$ cat src/design/datamem_pkg.sv
package datamem_pkg;

	// Data path widths
	localparam int WORD_W = 32;
	localparam int BYTE_W = 8;
	// One enable bit per byte lane
	localparam int BE_W = WORD_W / BYTE_W;

	// Core side sees an 11-bit word address
	localparam int CORE_AW = 11;

	// Shared RAM size in words
	localparam int RAM_DEPTH = 1024;
	localparam int RAM_AW = $clog2(RAM_DEPTH);

	// Word index inside the board I/O window
	localparam int IO_SEL_W = 2;

	// One data word
	typedef logic [WORD_W-1:0] word_t;

	// Byte-enable mask, bit n writes byte n, all zeros is no write
	typedef logic [BE_W-1:0] byte_en_t;

	// Word address as issued by the core
	typedef logic [CORE_AW-1:0] core_addr_t;

	// Word address into the RAM, also used as the Wishbone address
	typedef logic [RAM_AW-1:0] ram_addr_t;

	// Low address bits that pick a board I/O word
	typedef logic [IO_SEL_W-1:0] io_sel_t;

	// Board I/O words, right above the RAM
	localparam core_addr_t IO_BTN_ADDR = 11'h400;
	localparam core_addr_t IO_SW_ADDR = 11'h401;
	localparam core_addr_t IO_LED_ADDR = 11'h402;

	// Board pin counts
	localparam int BTN_W = 4;
	localparam int SW_W = 3;
	localparam int LED_W = 4;

	// Wishbone slave FSM
	// IDLE waits for cyc and stb, ACK returns the acknowledge
	typedef enum logic {
		IDLE,
		ACK
	} wb_state_t;

endpackage

$ cat src/design/con_wb_slave.sv
module con_wb_slave import datamem_pkg::*; (
	input logic clk,
	input logic nrst,

	// Wishbone classic slave side
	input logic wb_cyc,
	input logic wb_stb,
	input logic wb_we,
	input ram_addr_t wb_adr,
	input byte_en_t wb_sel,
	input word_t wb_dat_i,
	output logic wb_ack,
	output word_t wb_dat_o,

	// RAM port B
	output ram_addr_t ram_addr,
	output byte_en_t ram_we,
	output word_t ram_wdata,
	input word_t ram_rdata
);

	wb_state_t state;
	wb_state_t next_state;

	// New request seen while idle
	logic req;

	assign req = wb_cyc && wb_stb;

	// Master holds address and data stable until ack
	// so the RAM can follow the bus directly
	assign ram_addr = wb_adr;
	assign ram_wdata = wb_dat_i;

	// State register
	always_ff @(posedge clk) begin
		if (!nrst) begin
			state <= IDLE;
		end else begin
			state <= next_state;
		end
	end

	// Next state and RAM enables
	always_comb begin
		next_state = state;
		ram_we = '0;
		case (state)
			IDLE: begin
				if (req) begin
					// Write commits on the edge that first sees the request
					if (wb_we) begin
						ram_we = wb_sel;
					end
					next_state = ACK;
				end
			end
			ACK: begin
				// Enables stay low here, no second write
				// stb still high afterwards starts a new access
				next_state = IDLE;
			end
			default: begin
				next_state = IDLE;
			end
		endcase
	end

	// One-cycle acknowledge, one clock after the request edge
	assign wb_ack = (state == ACK);

	// RAM read word captured on the request edge
	// Only meaningful while ack is high
	assign wb_dat_o = wb_ack ? ram_rdata : '0;

endmodule

$ cat config.mk
export PLATFORM = sky130hd
export DESIGN_NAME = con_wb_slave
export DESIGN_NICKNAME = d
export VERILOG_FILES = /design/src/design/datamem_pkg.sv /design/src/design/con_wb_slave.sv
export SDC_FILE = /design/constraint.sdc
export NUM_CORES = 1
export LEC_CHECK = 0
export BUFFER_PORTS_ARGS = -buffer_cell sky130_fd_sc_hd__buf_2
export CAP_MARGIN = 20
export CORE_AREA = 2 2 63 65
export DETAILED_ROUTE_END_ITERATION = 10
export DIE_AREA = 0 0 65 67
export GPL_ROUTABILITY_DRIVEN = 0
export PLACE_DENSITY = 0.66
export RECOVER_POWER = 25
export SLEW_MARGIN = 10
export SYNTH_ARGS = -nofsm -noshare
export SYNTH_HDL_FRONTEND = slang
export SYNTH_SLANG_ARGS = --single-unit
$ cat constraint.sdc
create_clock -name clk -period 0.97 [get_ports clk]
set_input_delay 0.194 -clock clk [delete_from_list [all_inputs] [get_ports clk]]
set_output_delay 0.194 -clock clk [all_outputs]
set_load 0.02 [all_outputs]
==> impl_results.md <==
- Failing checks: setup timing
- Crit path launch type: flop
- P&R area growth vs syn: 29.0%
- Placed inst area: 742 µm²
- Ratio of cells with drive above 1 in the final layout: 71.4%
- DIE HEIGHT: 67 µm
- Worst reg2reg path depth: 2
- Initial Util: 16.5%
- Final net count: 204
- Critical Path End Type: output pin
- Wire length per cell: 10.4 µm
- Ant diodes: 0
- Length of routed wiring on met1: 593 µm
- Met2 WL: 726 µm
- First-pass GRT wire length: 2280 µm
- Switch share: 40.0%
- Via density: 3.65
- CP Class: flop to output pin
- DR pass1 iterations: 1
- Register area share after synthesis: 3.36%
- Tcrit/Tclk final: 110%
- # Max-Cap Violations: 0
- Leakage Power: 0.000505 µW
- Critical path buffers and inverters: 1
- Final worst slack: -0.0950 ns
- Mapped Cells: 84
- Clock share of power: 0%
- Post-Layout Inst Area: 768 µm²
- Setup Buffers After CTS: 0
- Critical path required time: 0.78 ns
- Detailed Place HPWL: 1540 µm
- Pin count of the biggest net entering global routing: 19
- Clk_skew: 0 ns
- Yosys warnings: 0
- Final setup TNS: -0.626 ns
- Final Hold Viols: 0
- Final WL: 1730 µm
- DR iter-0 viols: 0
- Slew Viols, Final: 0
- Worst R2R Setup Slack: 0.16 ns
- CP max FO: 4
- RSZ-0062 raised after global routing: yes
- Slew @ Worst Pin: 0.125 ns
- Maximum clock frequency: 0.939 GHz
- Mapped Nets: 167
- Worst min-delay path endpoint: ram_wdata[0]
- NetSw: 105 µW
- Synth Area per Inst: 7.09 µm²
- Highest metal used: met4
- Global route total overflow: 0
- Mapped cell area: 596 µm²
- Post-synth cell types: 5
- Std cell rows: 22
- Seq pwr share: 16.5%
- I/O Buffers: 77
- Yosys reg bits: 1
- Status: complete, but fails checks
- Core region area: 3610 µm²
- Vias in the first global route: 481
- Io pins: 162
- Slew HR: 91.7%
- Hold depth: 0
- Cell-internal power: 157 µW
- DRC: 0
- WP data arrival: 0.87 ns
- Die width: 65 µm
- PwrDens: 341 nW/µm²
- Routed Antenna Nets: 0
- Worst-Skew Late Latency: 0 ns
- Reg2reg end: wb_ack
- Initial antenna violation count: 0
- Routed met3 length: 313 µm
- Crit path max-delay cell type: dfxtp_4
- Tot Pwr: 262 µW
- Top Family by Delay on Critical Path: simple AND/OR/NAND/NOR gates
- Peak VDD IR: 0.000164 V
- Worst hold path class: input port to output pin
- Vias: 610
- Total die area: 4360 µm²
- Combinational fraction of design power: 83.5%
- Max reg flops: 1
- Crit path largest cell delay: 0.32 ns
- Fin crit period: 1.06 ns
- Worst-path clk slew: 0 ns
- Reg-to-reg startpoint: wb_ack
- Cell Chain, Critical Path: and4b_1, and2_2, buf_6
- Hold Crit Start: wb_dat_i[0]
- Final setup viols: 33
- GRT Total Usage: 6.61%
==> worst max-delay path by stage <==
| stage | endpoint | from | cells after the start |
|---|---|---|---|
| 6_report | ram_we[0] | wb_ack | 3 |
| 3_5_place_dp | ram_we[0] | wb_ack | 3 |
| 4_1_cts | ram_we[0] | wb_ack | 3 |
| 3_3_place_gp | ram_we[3] | wb_ack | 3 |
| 2_1_floorplan | ram_we[0] | wb_ack | 2 |
| 5_1_grt | ram_we[0] | wb_ack | 3 |
==> routing by layer <==
layer  global-route usage [%]  vias to the layer above
met4                     4.79                        0
met5                        0                        -
met2                     10.2                       70
li1                         -                      282
met1                     7.21                      238
met3                     2.87                       20
==> cell families (layout without fill, tap and decap cells) <==
family	count (synthesis)	in the layout	synth area share (%)
buf+inv	45	80	55.5
simple gates	38	38	41.2
flops	1	1	3.36
==> cell usage in the layout, fill, tap and decap left out <==
cell,Yosys,layout
buf_2,3,73
and2_1,36,32
buf_6,0,4
and2_2,0,3
buf_4,42,3
and4b_1,2,2
and2_4,0,1
dfxtp_4,0,1
==> repair_timing <==
item                                    4_1_cts  5_1_grt
endpoints found under the setup margin       36       36
hold buffers                                  0        0
gates resized for setup                       8        1
==> synthesized netlist by cell type, drive strengths merged <==
cell type  number  area share (%)
buf            45              55
and2           36              38
and4b           2             3.4
dfxtp           1             3.4
==> layout make-up <==
type	instances	area, µm²
fill	424	2840
tap	48	60.1
sequential	1	23.8
timing repair buffer	80	433
multi-input combinational	38	251
==> through the flow <==
stage | utilization, % | std cells | hold slack (ns) | setup WS (ns)
after floorplan | - | 84 | 0.378 | -0.0524
after global placement | 20.6 | 167 | 0.388 | -0.104
after detailed placement | 20.6 | 167 | 0.388 | -0.119
after CTS | 21.3 | 167 | 0.388 | -0.0915
after global routing | 21.3 | 167 | 0.388 | -0.128
final | 21.3 | 167 | 0.388 | -0.0950
==> power groups by stage <==
stage	Sequential (µW)	Combinational, µW	Clock [µW]
final	43.2	218	0
after global routing	43.7	240	0
after CTS	43.2	222	0
after detailed placement	43.2	216	0
after global placement	43.0	212	0
after floorplan	46.3	344	0
Power figures use the tool's default switching activity.
