$ cat src/design/datamem_pkg.sv
package datamem_pkg;

	// Data path widths
	localparam int WORD_W = 32;
	localparam int BYTE_W = 8;
	// One enable bit per byte lane
	localparam int BE_W = WORD_W / BYTE_W;

	// Core side sees an 11-bit word address
	localparam int CORE_AW = 11;

	// Shared RAM size in words
	localparam int RAM_DEPTH = 1024;
	localparam int RAM_AW = $clog2(RAM_DEPTH);

	// Word index inside the board I/O window
	localparam int IO_SEL_W = 2;

	// One data word
	typedef logic [WORD_W-1:0] word_t;

	// Byte-enable mask, bit n writes byte n, all zeros is no write
	typedef logic [BE_W-1:0] byte_en_t;

	// Word address as issued by the core
	typedef logic [CORE_AW-1:0] core_addr_t;

	// Word address into the RAM, also used as the Wishbone address
	typedef logic [RAM_AW-1:0] ram_addr_t;

	// Low address bits that pick a board I/O word
	typedef logic [IO_SEL_W-1:0] io_sel_t;

	// Board I/O words, right above the RAM
	localparam core_addr_t IO_BTN_ADDR = 11'h400;
	localparam core_addr_t IO_SW_ADDR = 11'h401;
	localparam core_addr_t IO_LED_ADDR = 11'h402;

	// Board pin counts
	localparam int BTN_W = 4;
	localparam int SW_W = 3;
	localparam int LED_W = 4;

	// Wishbone slave FSM
	// IDLE waits for cyc and stb, ACK returns the acknowledge
	typedef enum logic {
		IDLE,
		ACK
	} wb_state_t;

endpackage

$ cat src/design/board_io_regs.sv
module board_io_regs import datamem_pkg::*; (
	input logic clk,
	input logic nrst,

	// Word index inside the I/O window
	input io_sel_t sel,
	// Mask already gated to the I/O region by the top
	input byte_en_t we,
	input word_t wdata,
	// Selected I/O word, unregistered
	output word_t rdata,

	// Board pins
	input logic [BTN_W-1:0] btn,
	input logic [SW_W-1:0] sw,
	output logic [LED_W-1:0] led
);

	// Sampled inputs, zero-extended to a full word
	word_t btn_word;
	word_t sw_word;

	// LED word, whole word is readable
	word_t led_word;

	// Button and switch sampling, once per clock
	// Core writes to these two words never land here
	always_ff @(posedge clk) begin
		if (!nrst) begin
			btn_word <= '0;
			sw_word <= '0;
		end else begin
			btn_word <= word_t'(btn);
			sw_word <= word_t'(sw);
		end
	end

	// LED word update
	// Byte lanes follow the mask, any pattern allowed
	always_ff @(posedge clk) begin
		if (!nrst) begin
			led_word <= '0;
		end else if (sel == io_sel_t'(IO_LED_ADDR)) begin
			for (int i = 0; i < BE_W; i++) begin
				if (we[i]) begin
					led_word[i*BYTE_W +: BYTE_W] <= wdata[i*BYTE_W +: BYTE_W];
				end
			end
		end
	end

	// Only the low bits drive the board
	assign led = led_word[LED_W-1:0];

	// Read select
	// Top registers this alongside the RAM read word
	always_comb begin
		case (sel)
			io_sel_t'(IO_BTN_ADDR): rdata = btn_word;
			io_sel_t'(IO_SW_ADDR): rdata = sw_word;
			io_sel_t'(IO_LED_ADDR): rdata = led_word;
			// Fourth slot is not mapped
			default: rdata = '0;
		endcase
	end

endmodule

$ cat config.mk
export PLATFORM = sky130hd
export DESIGN_NAME = board_io_regs
export DESIGN_NICKNAME = d
export VERILOG_FILES = /design/src/design/datamem_pkg.sv /design/src/design/board_io_regs.sv
export SDC_FILE = /design/constraint.sdc
export NUM_CORES = 1
export LEC_CHECK = 0
export ABC_AREA = 1
export ABC_CLOCK_PERIOD_IN_PS = 850
export BUFFER_PORTS_ARGS = -buffer_cell sky130_fd_sc_hd__clkbuf_2
export CAP_MARGIN = 40
export CORE_UTILIZATION = 41
export DETAILED_ROUTE_END_ITERATION = 7
export HOLD_SLACK_MARGIN = 0.15
export PLACE_DENSITY = 0.75
export SLEW_MARGIN = 20
export SYNTH_ARGS = -nofsm -noshare
export SYNTH_HDL_FRONTEND = slang
export SYNTH_SLANG_ARGS = --single-unit
$ cat constraint.sdc
create_clock -name clk -period 0.85 [get_ports clk]
set_clock_uncertainty 0.05 [all_clocks]
set_input_delay 0.085 -clock clk [delete_from_list [all_inputs] [get_ports clk]]
set_output_delay 0.085 -clock clk [all_outputs]
set_load 0.02 [all_outputs]
==> reports/qor.csv, run 1 <==
metric,value,unit
met2 WL,3450,um
Mapped Nets,322,
vias in the first global route,1949,
Rows,23,
post-DR vias/cell,4.54,
FMAX,886,MHz
RSZ-0062 raised after global routing,true,
Worst Path Required,0.71,ns
post-layout min period,1.13,ns
DRT antenna net count,0,
worst min path class,primary input to flop,
routed metal-1 wire length,2180,um
Finish-stage setup viols,40,
Final Net Count,469,
H-Tree Depth,2,
largest net degree at the start of global routing,33,
area of the mapped netlist,0.00173,mm2
Final period util,1.33,
actual slew at the worst max-slew pin,0.224,ns
Vias,2149,
clk buf depth,2,
number of synthesized register bits,39,
GRT Total Usage,0.237,
chip width,66.9,um
First-pass DRT Iterations,4,
Post-Synthesis Cells,275,
ANT cells,0,
Worst setup EP type,output pin,
Netlist cell types,9,
Root Driver,clkbuf_8,
# DRC,0,
initial antenna violation count,0,
Max Cap Viol,0,
critical path class,flop to output pin,
first-pass GRT wire length,7930,um
CP startpoint kind,flop,
P&R area growth vs syn,90.5,%
layout cell share with drive strength beyond 1,0.508,
Max Slew Vio Count,0,
met3 WL post-DR,329,um
CTS tree,done,
Worst-Skew Late Latency,0.27,ns
Die Span Y,66.9,um
HPWL after detailed placement,2730,um
slew margin rel.,0.850,
TritonCTS Sinks,39,
highest metal used,met4,
final hold violations,0,
final worst setup slack,-0.279,ns
clk slew on worst S/H paths,0.07,ns
Critical Path AT,0.99,ns
cell count after placement,402,
CTS buffer count,5,
port buffer count,82,
Finished Layout Cells,473,
io pins,83,
die footprint,0.00447,mm2
Syn Area/Cell,6.28,um2
Power Dens Cells,1310,mW/mm2
register area share after synthesis,0.452,
GR Overflow Total,0,
Iter 0 DRT Violations,117,
worst hold slack,0.160,ns
Yosys Warn Count,0,
Peak supply drop,0.949,mV
drt total wl,6110,um
status,"complete, but fails checks",
Wirelength per Cell,12.9,um
RD Place Congestion,0.682,
total power,4.30,mW
failing checks,negative setup slack,
leak pwr,1.73,nW
Initial Util,0.429,
CORE AREA,0.00403,mm2
peak fanout along the critical path,2,
## stage by stage
| stage | util | cell area (um2) | setup WS, ns | TNS (ns) |
|---|---|---|---|---|
| floorplan | - | 1750 | -0.00108 | -0.00324 |
| global placement | 0.557 | 2250 | -0.125 | -3.80 |
| detailed placement | 0.557 | 2250 | -0.123 | -4.69 |
| CTS | 0.745 | 3000 | -0.314 | -6.54 |
| global route | 0.816 | 3290 | -0.336 | -7.89 |
| finish | 0.816 | 3290 | -0.279 | -6.27 |
## layout by cell type (no fill, tap or decap), drive strengths merged
cell / Yosys / layout
nor2: 93 / 93
nand2: 76 / 76
buf: 15 / 70
clkbuf: 0 / 54
inv: 41 / 41
dlygate4sd3: 0 / 39
dfxtp: 39 / 39
nand3: 7 / 7
o211ai: 3 / 3
o21ai: 1 / 1
## registers in the layout (all words and copies together), names as in the netlist
| signal | cells |
|---|---|
| sw_word | 3 |
| btn_word | 4 |
| led_word | 32 |
## worst max-delay path, stage by stage, from the launching register on
cell and delay, ns:
dfxtp_2 0.34, inv_2 0.04, o211ai_1 0.17, buf_4 0.17
## cell families after synthesis
logic type             count (synthesis)  synth area share
buffers and inverters                 56             0.144
AO/OA/AOI/OAI                          4            0.0159
flip-flops                            39             0.452
AND/OR/NAND/NOR                      176             0.388
## cells in the mapped netlist, drive strengths merged
cell type,n,share of area
buf,15,0.055
dfxtp,39,0.45
inv,41,0.089
nand2,76,0.17
nand3,7,0.020
nor2,93,0.20
o211ai,3,0.013
o21ai,1,0.0029
## worst paths after layout
path | from | endpoint | slack, ns | cells after the start
worst max register to register | led_word[19] | led_word[19] | -0.05 | 6
worst min register to register | led_word[26] | led_word[26] | 0.47 | 4
worst max-delay path | led_word[1] | rdata[1] | -0.28 | 3
worst min-delay path | nrst | led_word[18] | 0.16 | 4
## per-layer routing
metal | GRT usage | vias to the layer above
li1 | - | 1081
met2 | 0.475 | 74
met4 | 0.0824 | 0
met5 | 0 | -
met3 | 0.0668 | 16
met1 | 0.223 | 978
## area by class of cell
type / count / area (um2)
clock buffer: 8 / 100
fill: 248 / 739
inverter: 41 / 159
multi-input combinational: 180 / 826
sequential: 39 / 818
tap: 50 / 62.6
timing repair buffer: 155 / 1320
## what timing repair did
| action | CTS | global route |
|---|---|---|
| endpoints found under the hold margin | 39 | 0 |
| setup buffers | 19 | 9 |
| setup endpoints to repair | 36 | 43 |
| resized for setup | 42 | 153 |
| pin swaps | 30 | 32 |
| hold buffers | 39 | 0 |
## where the power goes
group	switching (mW)	internal (mW)	total [mW]
Sequential	0.0415	1.94	1.98
Combinational	0.479	0.506	0.985
Clock	0.595	0.741	1.34
Total	1.12	3.18	4.30
(Power assumes the default switching activity.)
==> inputs of run 2 (changes only) <==
==> constraint.sdc (replaced) <==
create_clock -name clk -period 0.85 [get_ports clk]
set_clock_uncertainty 0.05 [all_clocks]
set_input_delay 0 -clock clk [delete_from_list [all_inputs] [get_ports clk]]
set_output_delay 0 -clock clk [all_outputs]
set_load 0.02 [all_outputs]
==> reports/qor.csv, run 2 (synthesis results as in run 1) <==
metric,value,unit,change
first-pass GRT wire length,7670,um,-3.2%
Iter 0 DRT Violations,62,,-47%
Worst path slowest cell,dfxtp_2,,
vias in the first global route,1959,,+0.51%
top flop regs,"led_word: 32 flops, btn_word: 4 flops, sw_word: 3 flops",,
slew margin rel.,0.849,,-0.00176
leak pwr,1.69,nW,-2.2%
Worst path max stage delay,0.33,ns,about the same
final hold violations,0,,unchanged
critical path class,flop to output pin,,
final worst setup slack,-0.254,ns,+0.0242 ns
worst min path class,primary input to flop,,
H-Tree Depth,2,,unchanged
GR Overflow Total,0,,unchanged
status,"complete, but fails checks",,
CTS buffer count,5,,unchanged
post-layout min period,1.10,ns,-0.0242 ns
Final Net Count,466,,-0.64%
largest net degree at the start of global routing,40,,+21%
P&R area growth vs syn,81.5,%,
"most common cell after layout, fill and taps aside",nor2_1,,
io pins,83,,unchanged
CP startpoint kind,flop,,
Root Driver,clkbuf_8,,
Initial Util,0.429,,unchanged
chip width,66.9,um,unchanged
DRT antenna net count,0,,unchanged
Crit path max-delay family,flip-flops,,
clk buf depth,2,,unchanged
most frequent cells in the layout,"nor2_1, nand2_1, clkbuf_2, buf_4, dlygate4sd3_1",,
max reg flops,32,,unchanged
clk slew on worst S/H paths,0.07,ns,about the same
failing checks,negative setup slack,,
FMAX,906,MHz,+2.2%
Worst setup EP type,output pin,,
die footprint,0.00447,mm2,unchanged
Crit path buffers/inverters,2,,unchanged
HPWL after detailed placement,2740,um,+0.38%
Worst-Skew Late Latency,0.27,ns,about the same
First-pass DRT Iterations,4,,unchanged
initial antenna violation count,0,,unchanged
CORE AREA,0.00403,mm2,unchanged
largest register by flop count,led_word,,
hold buffers post-CTS,39,,unchanged
Vias,2081,,-3.2%
CTS tree,done,,
GRT Total Usage,0.232,,-0.00541
worst-path cell chain,inv_2 > o211ai_1 > buf_4,,
RD Place Congestion,0.845,,+24%
TritonCTS Sinks,39,,unchanged
Final period util,1.30,,-0.0284
Wirelength per Cell,11.2,um,-13%
port buffer count,82,,unchanged
peak fanout along the critical path,2,,unchanged
drt total wl,5240,um,-14%
Rows,23,,unchanged
Finish-stage setup viols,36,,-10%
Die Span Y,66.9,um,unchanged
layout cell share with drive strength beyond 1,0.445,,-0.0633
actual slew at the worst max-slew pin,0.226,ns,+0.00263 ns
worst hold slack,0.0875,ns,-0.0728 ns
# DRC,0,,unchanged
Critical Path AT,1.05,ns,+0.06 ns
total power,3.98,mW,-7.3%
ANT cells,0,,unchanged
RSZ-0062 raised after global routing,true,,
Finished Layout Cells,468,,-1.1%
post-DR vias/cell,4.45,,-2.1%
Power Dens Cells,1270,mW/mm2,-2.7%
cell count after placement,403,,+0.25%
Worst Path Required,0.80,ns,+0.09 ns
Max Cap Viol,0,,unchanged
DP Worst Slack,-0.0417,ns,+0.0815 ns
Max Slew Vio Count,0,,unchanged
Peak supply drop,1.04,mV,+9.1%
## run 2: changes by cell type in the layout (fill, tap and decap cells not counted), sizes merged
| cell | previous run | this run |
|---|---|---|
| clkbuf | 54 | 52 |
| buf | 70 | 67 |
## run 2: worst paths after layout
kind | to | cells after the start | slack (ns) | start
setup / recovery | rdata[2] | 3 | -0.25 | led_word[2]
hold / removal | led_word[9] | 4 | 0.09 | nrst
setup reg to reg | led_word[16] | 6 | -0.04 | led_word[16]
hold reg to reg | led_word[10] | 4 | 0.47 | led_word[10]
## run 2: stage by stage
stage,TNS [ns],util,instance area (um2)
after global routing,-4.47,0.778,3130
after global placement,-0.266,0.561,2260
final,-2.81,0.778,3130
after detailed placement,-0.693,0.561,2260
after floorplan,0,-,1730
after CTS,-3.49,0.726,2920
## run 2: final cells by class
type	instances	area, um2
Inverter	41	154
Fill cell	302	895
Sequential cell	39	812
Tap cell	50	62.6
Timing Repair Buffer	152	1260
Clock buffer	6	72.6
Multi-Input combinational cell	180	777
## run 2: where the power goes
part	switching (mW)	leakage (nW)	internal, mW	total [mW]
clock	0.568	0.0371	0.546	1.11
sequential	0.0370	0.331	1.94	1.97
combinational	0.425	1.33	0.472	0.897
total	1.03	1.69	2.95	3.98
## run 2: timing repair
| action | CTS | global route |
|---|---|---|
| pin swaps | 30 | 20 |
| hold endpoints to repair | 39 | 39 |
| resized for setup | 42 | 120 |
| gates cloned | 0 | 0 |
| setup buffers | 15 | 5 |
| endpoints found under the setup margin | 32 | 38 |
## run 2: metal layers
metal  part of all wire  track usage  vias up
met5                  0            0        -
met4              0.040        0.138        0
met3              0.038       0.0428       21
met2               0.56        0.460       60
met1               0.36        0.213      925
li1                   -            -     1075
## run 2: worst reg2reg max path, delay by kind of cell, from the launching register on
kind	cells	cell delay, ns
DFF	1	0.33
and+or+nand+nor	3	0.17
buffers and inverters	3	0.28
==> inputs of run 3 (changes only) <==
--- a/config.mk
+++ b/config.mk
@@ -9,8 +9,10 @@
 export ABC_CLOCK_PERIOD_IN_PS = 850
 export BUFFER_PORTS_ARGS = -buffer_cell sky130_fd_sc_hd__clkbuf_2
 export CAP_MARGIN = 40
+export CORE_ASPECT_RATIO = 0.5
 export CORE_UTILIZATION = 41
 export DETAILED_ROUTE_END_ITERATION = 7
+export GPL_TIMING_DRIVEN = 0
 export HOLD_SLACK_MARGIN = 0.15
 export PLACE_DENSITY = 0.75
 export SLEW_MARGIN = 20
==> reports/qor.csv, run 3 (synthesis results as in run 1) <==
metric,value,unit,change
P&R area growth vs syn,85.1,%,
Top Usage Layer GRT,met2,,
met1 Track Usage GR,0.261,,+0.0490
met2 Use GR,0.458,,-0.00120
Peak supply drop,0.909,mV,-12%
"most common cell after layout, fill and taps aside",nor2_1,,
critical path class,flop to output pin,,
top flop regs,"led_word: 32 flops, btn_word: 4 flops, sw_word: 3 flops",,
largest register by flop count,led_word,,
worst min path class,primary input to flop,,
post-layout min period,1.11,ns,+0.00287 ns
cell count after placement,410,,+1.7%
Max Slew Vio Count,0,,unchanged
GRT Total Usage,0.239,,+0.00718
Max Cap Viol,0,,unchanged
First-pass DRT Iterations,4,,unchanged
post-DR vias/cell,4.73,,+6.4%
H-Tree Depth,2,,unchanged
layout cell share with drive strength beyond 1,0.464,,+0.0195
max reg flops,32,,unchanged
die footprint,0.00449,mm2,+0.36%
CORE AREA,0.00396,mm2,-1.6%
Worst Path Required,0.80,ns,about the same
largest net degree at the start of global routing,12,,-70%
first-pass GRT wire length,7990,um,+4.1%
DRT antenna net count,0,,unchanged
Final Net Count,468,,+0.43%
Wirelength per Cell,13.6,um,+21%
slew margin rel.,0.847,,-0.00190
clk buf depth,2,,unchanged
Worst path slowest cell,dfxtp_2,,
clk slew on worst S/H paths,0.08,ns,about the same
Critical Path AT,1.06,ns,about the same
TritonCTS Sinks,39,,unchanged
worst-path cell chain,inv_2 > o211ai_1 > buf_4,,
R2R Setup Slk,-0.13,ns,-0.09 ns
# DRC,0,,unchanged
Worst setup EP type,output pin,,
CP startpoint kind,flop,,
drt total wl,6450,um,+23%
final hold violations,0,,unchanged
CTS tree,done,,
Iter 0 DRT Violations,97,,+56%
RD Place Congestion,0.753,,-11%
final worst setup slack,-0.257,ns,-0.00287 ns
Finished Core Util,0.806,,+0.0282
Power Dens Cells,1360,mW/mm2,+6.7%
Finished Layout Cells,476,,+1.7%
most frequent cells in the layout,"nor2_1, nand2_1, clkbuf_2, buf_4, dlygate4sd3_1",,
Root Driver,clkbuf_8,,
port buffer count,81,,-1.2%
failing checks,negative setup slack,,
Worst-Skew Late Latency,0.28,ns,about the same
Worst path max stage delay,0.34,ns,about the same
GR Overflow Total,0,,unchanged
Die Span Y,47.9,um,-28%
status,"complete, but fails checks",,
Initial Util,0.436,,+0.00703
DP Worst Slack,-0.311,ns,-0.269 ns
vias in the first global route,1927,,-1.6%
CTS buffer count,5,,unchanged
leak pwr,1.72,nW,+1.5%
actual slew at the worst max-slew pin,0.229,ns,+0.00283 ns
Vias,2252,,+8.2%
hold buffers post-CTS,40,,+2.6%
peak fanout along the critical path,2,,unchanged
RSZ-0062 raised after global routing,true,,
ANT cells,0,,unchanged
HPWL after detailed placement,3160,um,+15%
Rows,16,,-30%
initial antenna violation count,0,,unchanged
chip width,93.8,um,+40%
Setup TNS Final,-4.11,ns,-1.31 ns
Final period util,1.30,,+0.00338
io pins,83,,unchanged
FMAX,903,MHz,-0.26%
M3 GR Usage,0.0635,,+0.0207
Finish-stage setup viols,41,,+14%
==> run 3: cell types whose count changed in the layout (fill, tap and decap cells not counted), sizes merged <==
cell / delta
buf: +2
clkbuf: +1
dlymetal6s4s: +1
==> run 3: per-stage QoR <==
stage               area [um2]  hold slack, ns  power [mW]
floorplan                 1730          0.0476        2.33
global placement          2200           0.132        2.53
detailed placement        2200           0.142        2.55
CTS                       2950           0.117        4.16
global route              3200          0.0997        4.47
finish                    3200          0.0722        4.33
==> run 3: per-layer routing <==
layer	vias to the layer above	wire length (um)
met5	-	0
met4	0	246
met3	30	399
met2	110	3180
met1	1030	2620
li1	1082	-
==> run 3: path summary, 6_finish.rpt <==
path	startpoint	to	cells past startpoint
worst max register to register	led_word[12]	led_word[12]	5
worst min-delay path	we[2]	led_word[19]	5
worst min register to register	led_word[30]	led_word[30]	4
worst max-delay path	led_word[0]	rdata[0]	3
==> run 3: critical path: cells and delay by family, from the launching register on <==
kind | cells | cell delay [ns]
buffers and inverters | 2 | 0.23
flip-flops | 1 | 0.34
AO/OA/AOI/OAI | 1 | 0.21
==> run 3: where the power goes <==
part	internal (mW)	total [mW]	switching, mW
logic	0.476	0.952	0.476
registers	1.94	1.98	0.0438
clock network	0.741	1.40	0.661
total	3.15	4.33	1.18
==> run 3: repair_timing <==
| action | in CTS | in global routing |
|---|---|---|
| pin swaps | 26 | 12 |
| endpoints found under the setup margin | 36 | 61 |
| hold endpoints to repair | 39 | 23 |
| setup buffers | 14 | 6 |
| gates resized for setup | 61 | 126 |
==> run 3: layout make-up <==
cell class	instances	area (um2)
multi-input combinational	180	803
buffer	14	123
tap	54	67.6
timing repair buffer	140	1130
sequential	39	813
clock buffer	8	100
fill	233	768
inverter	41	156
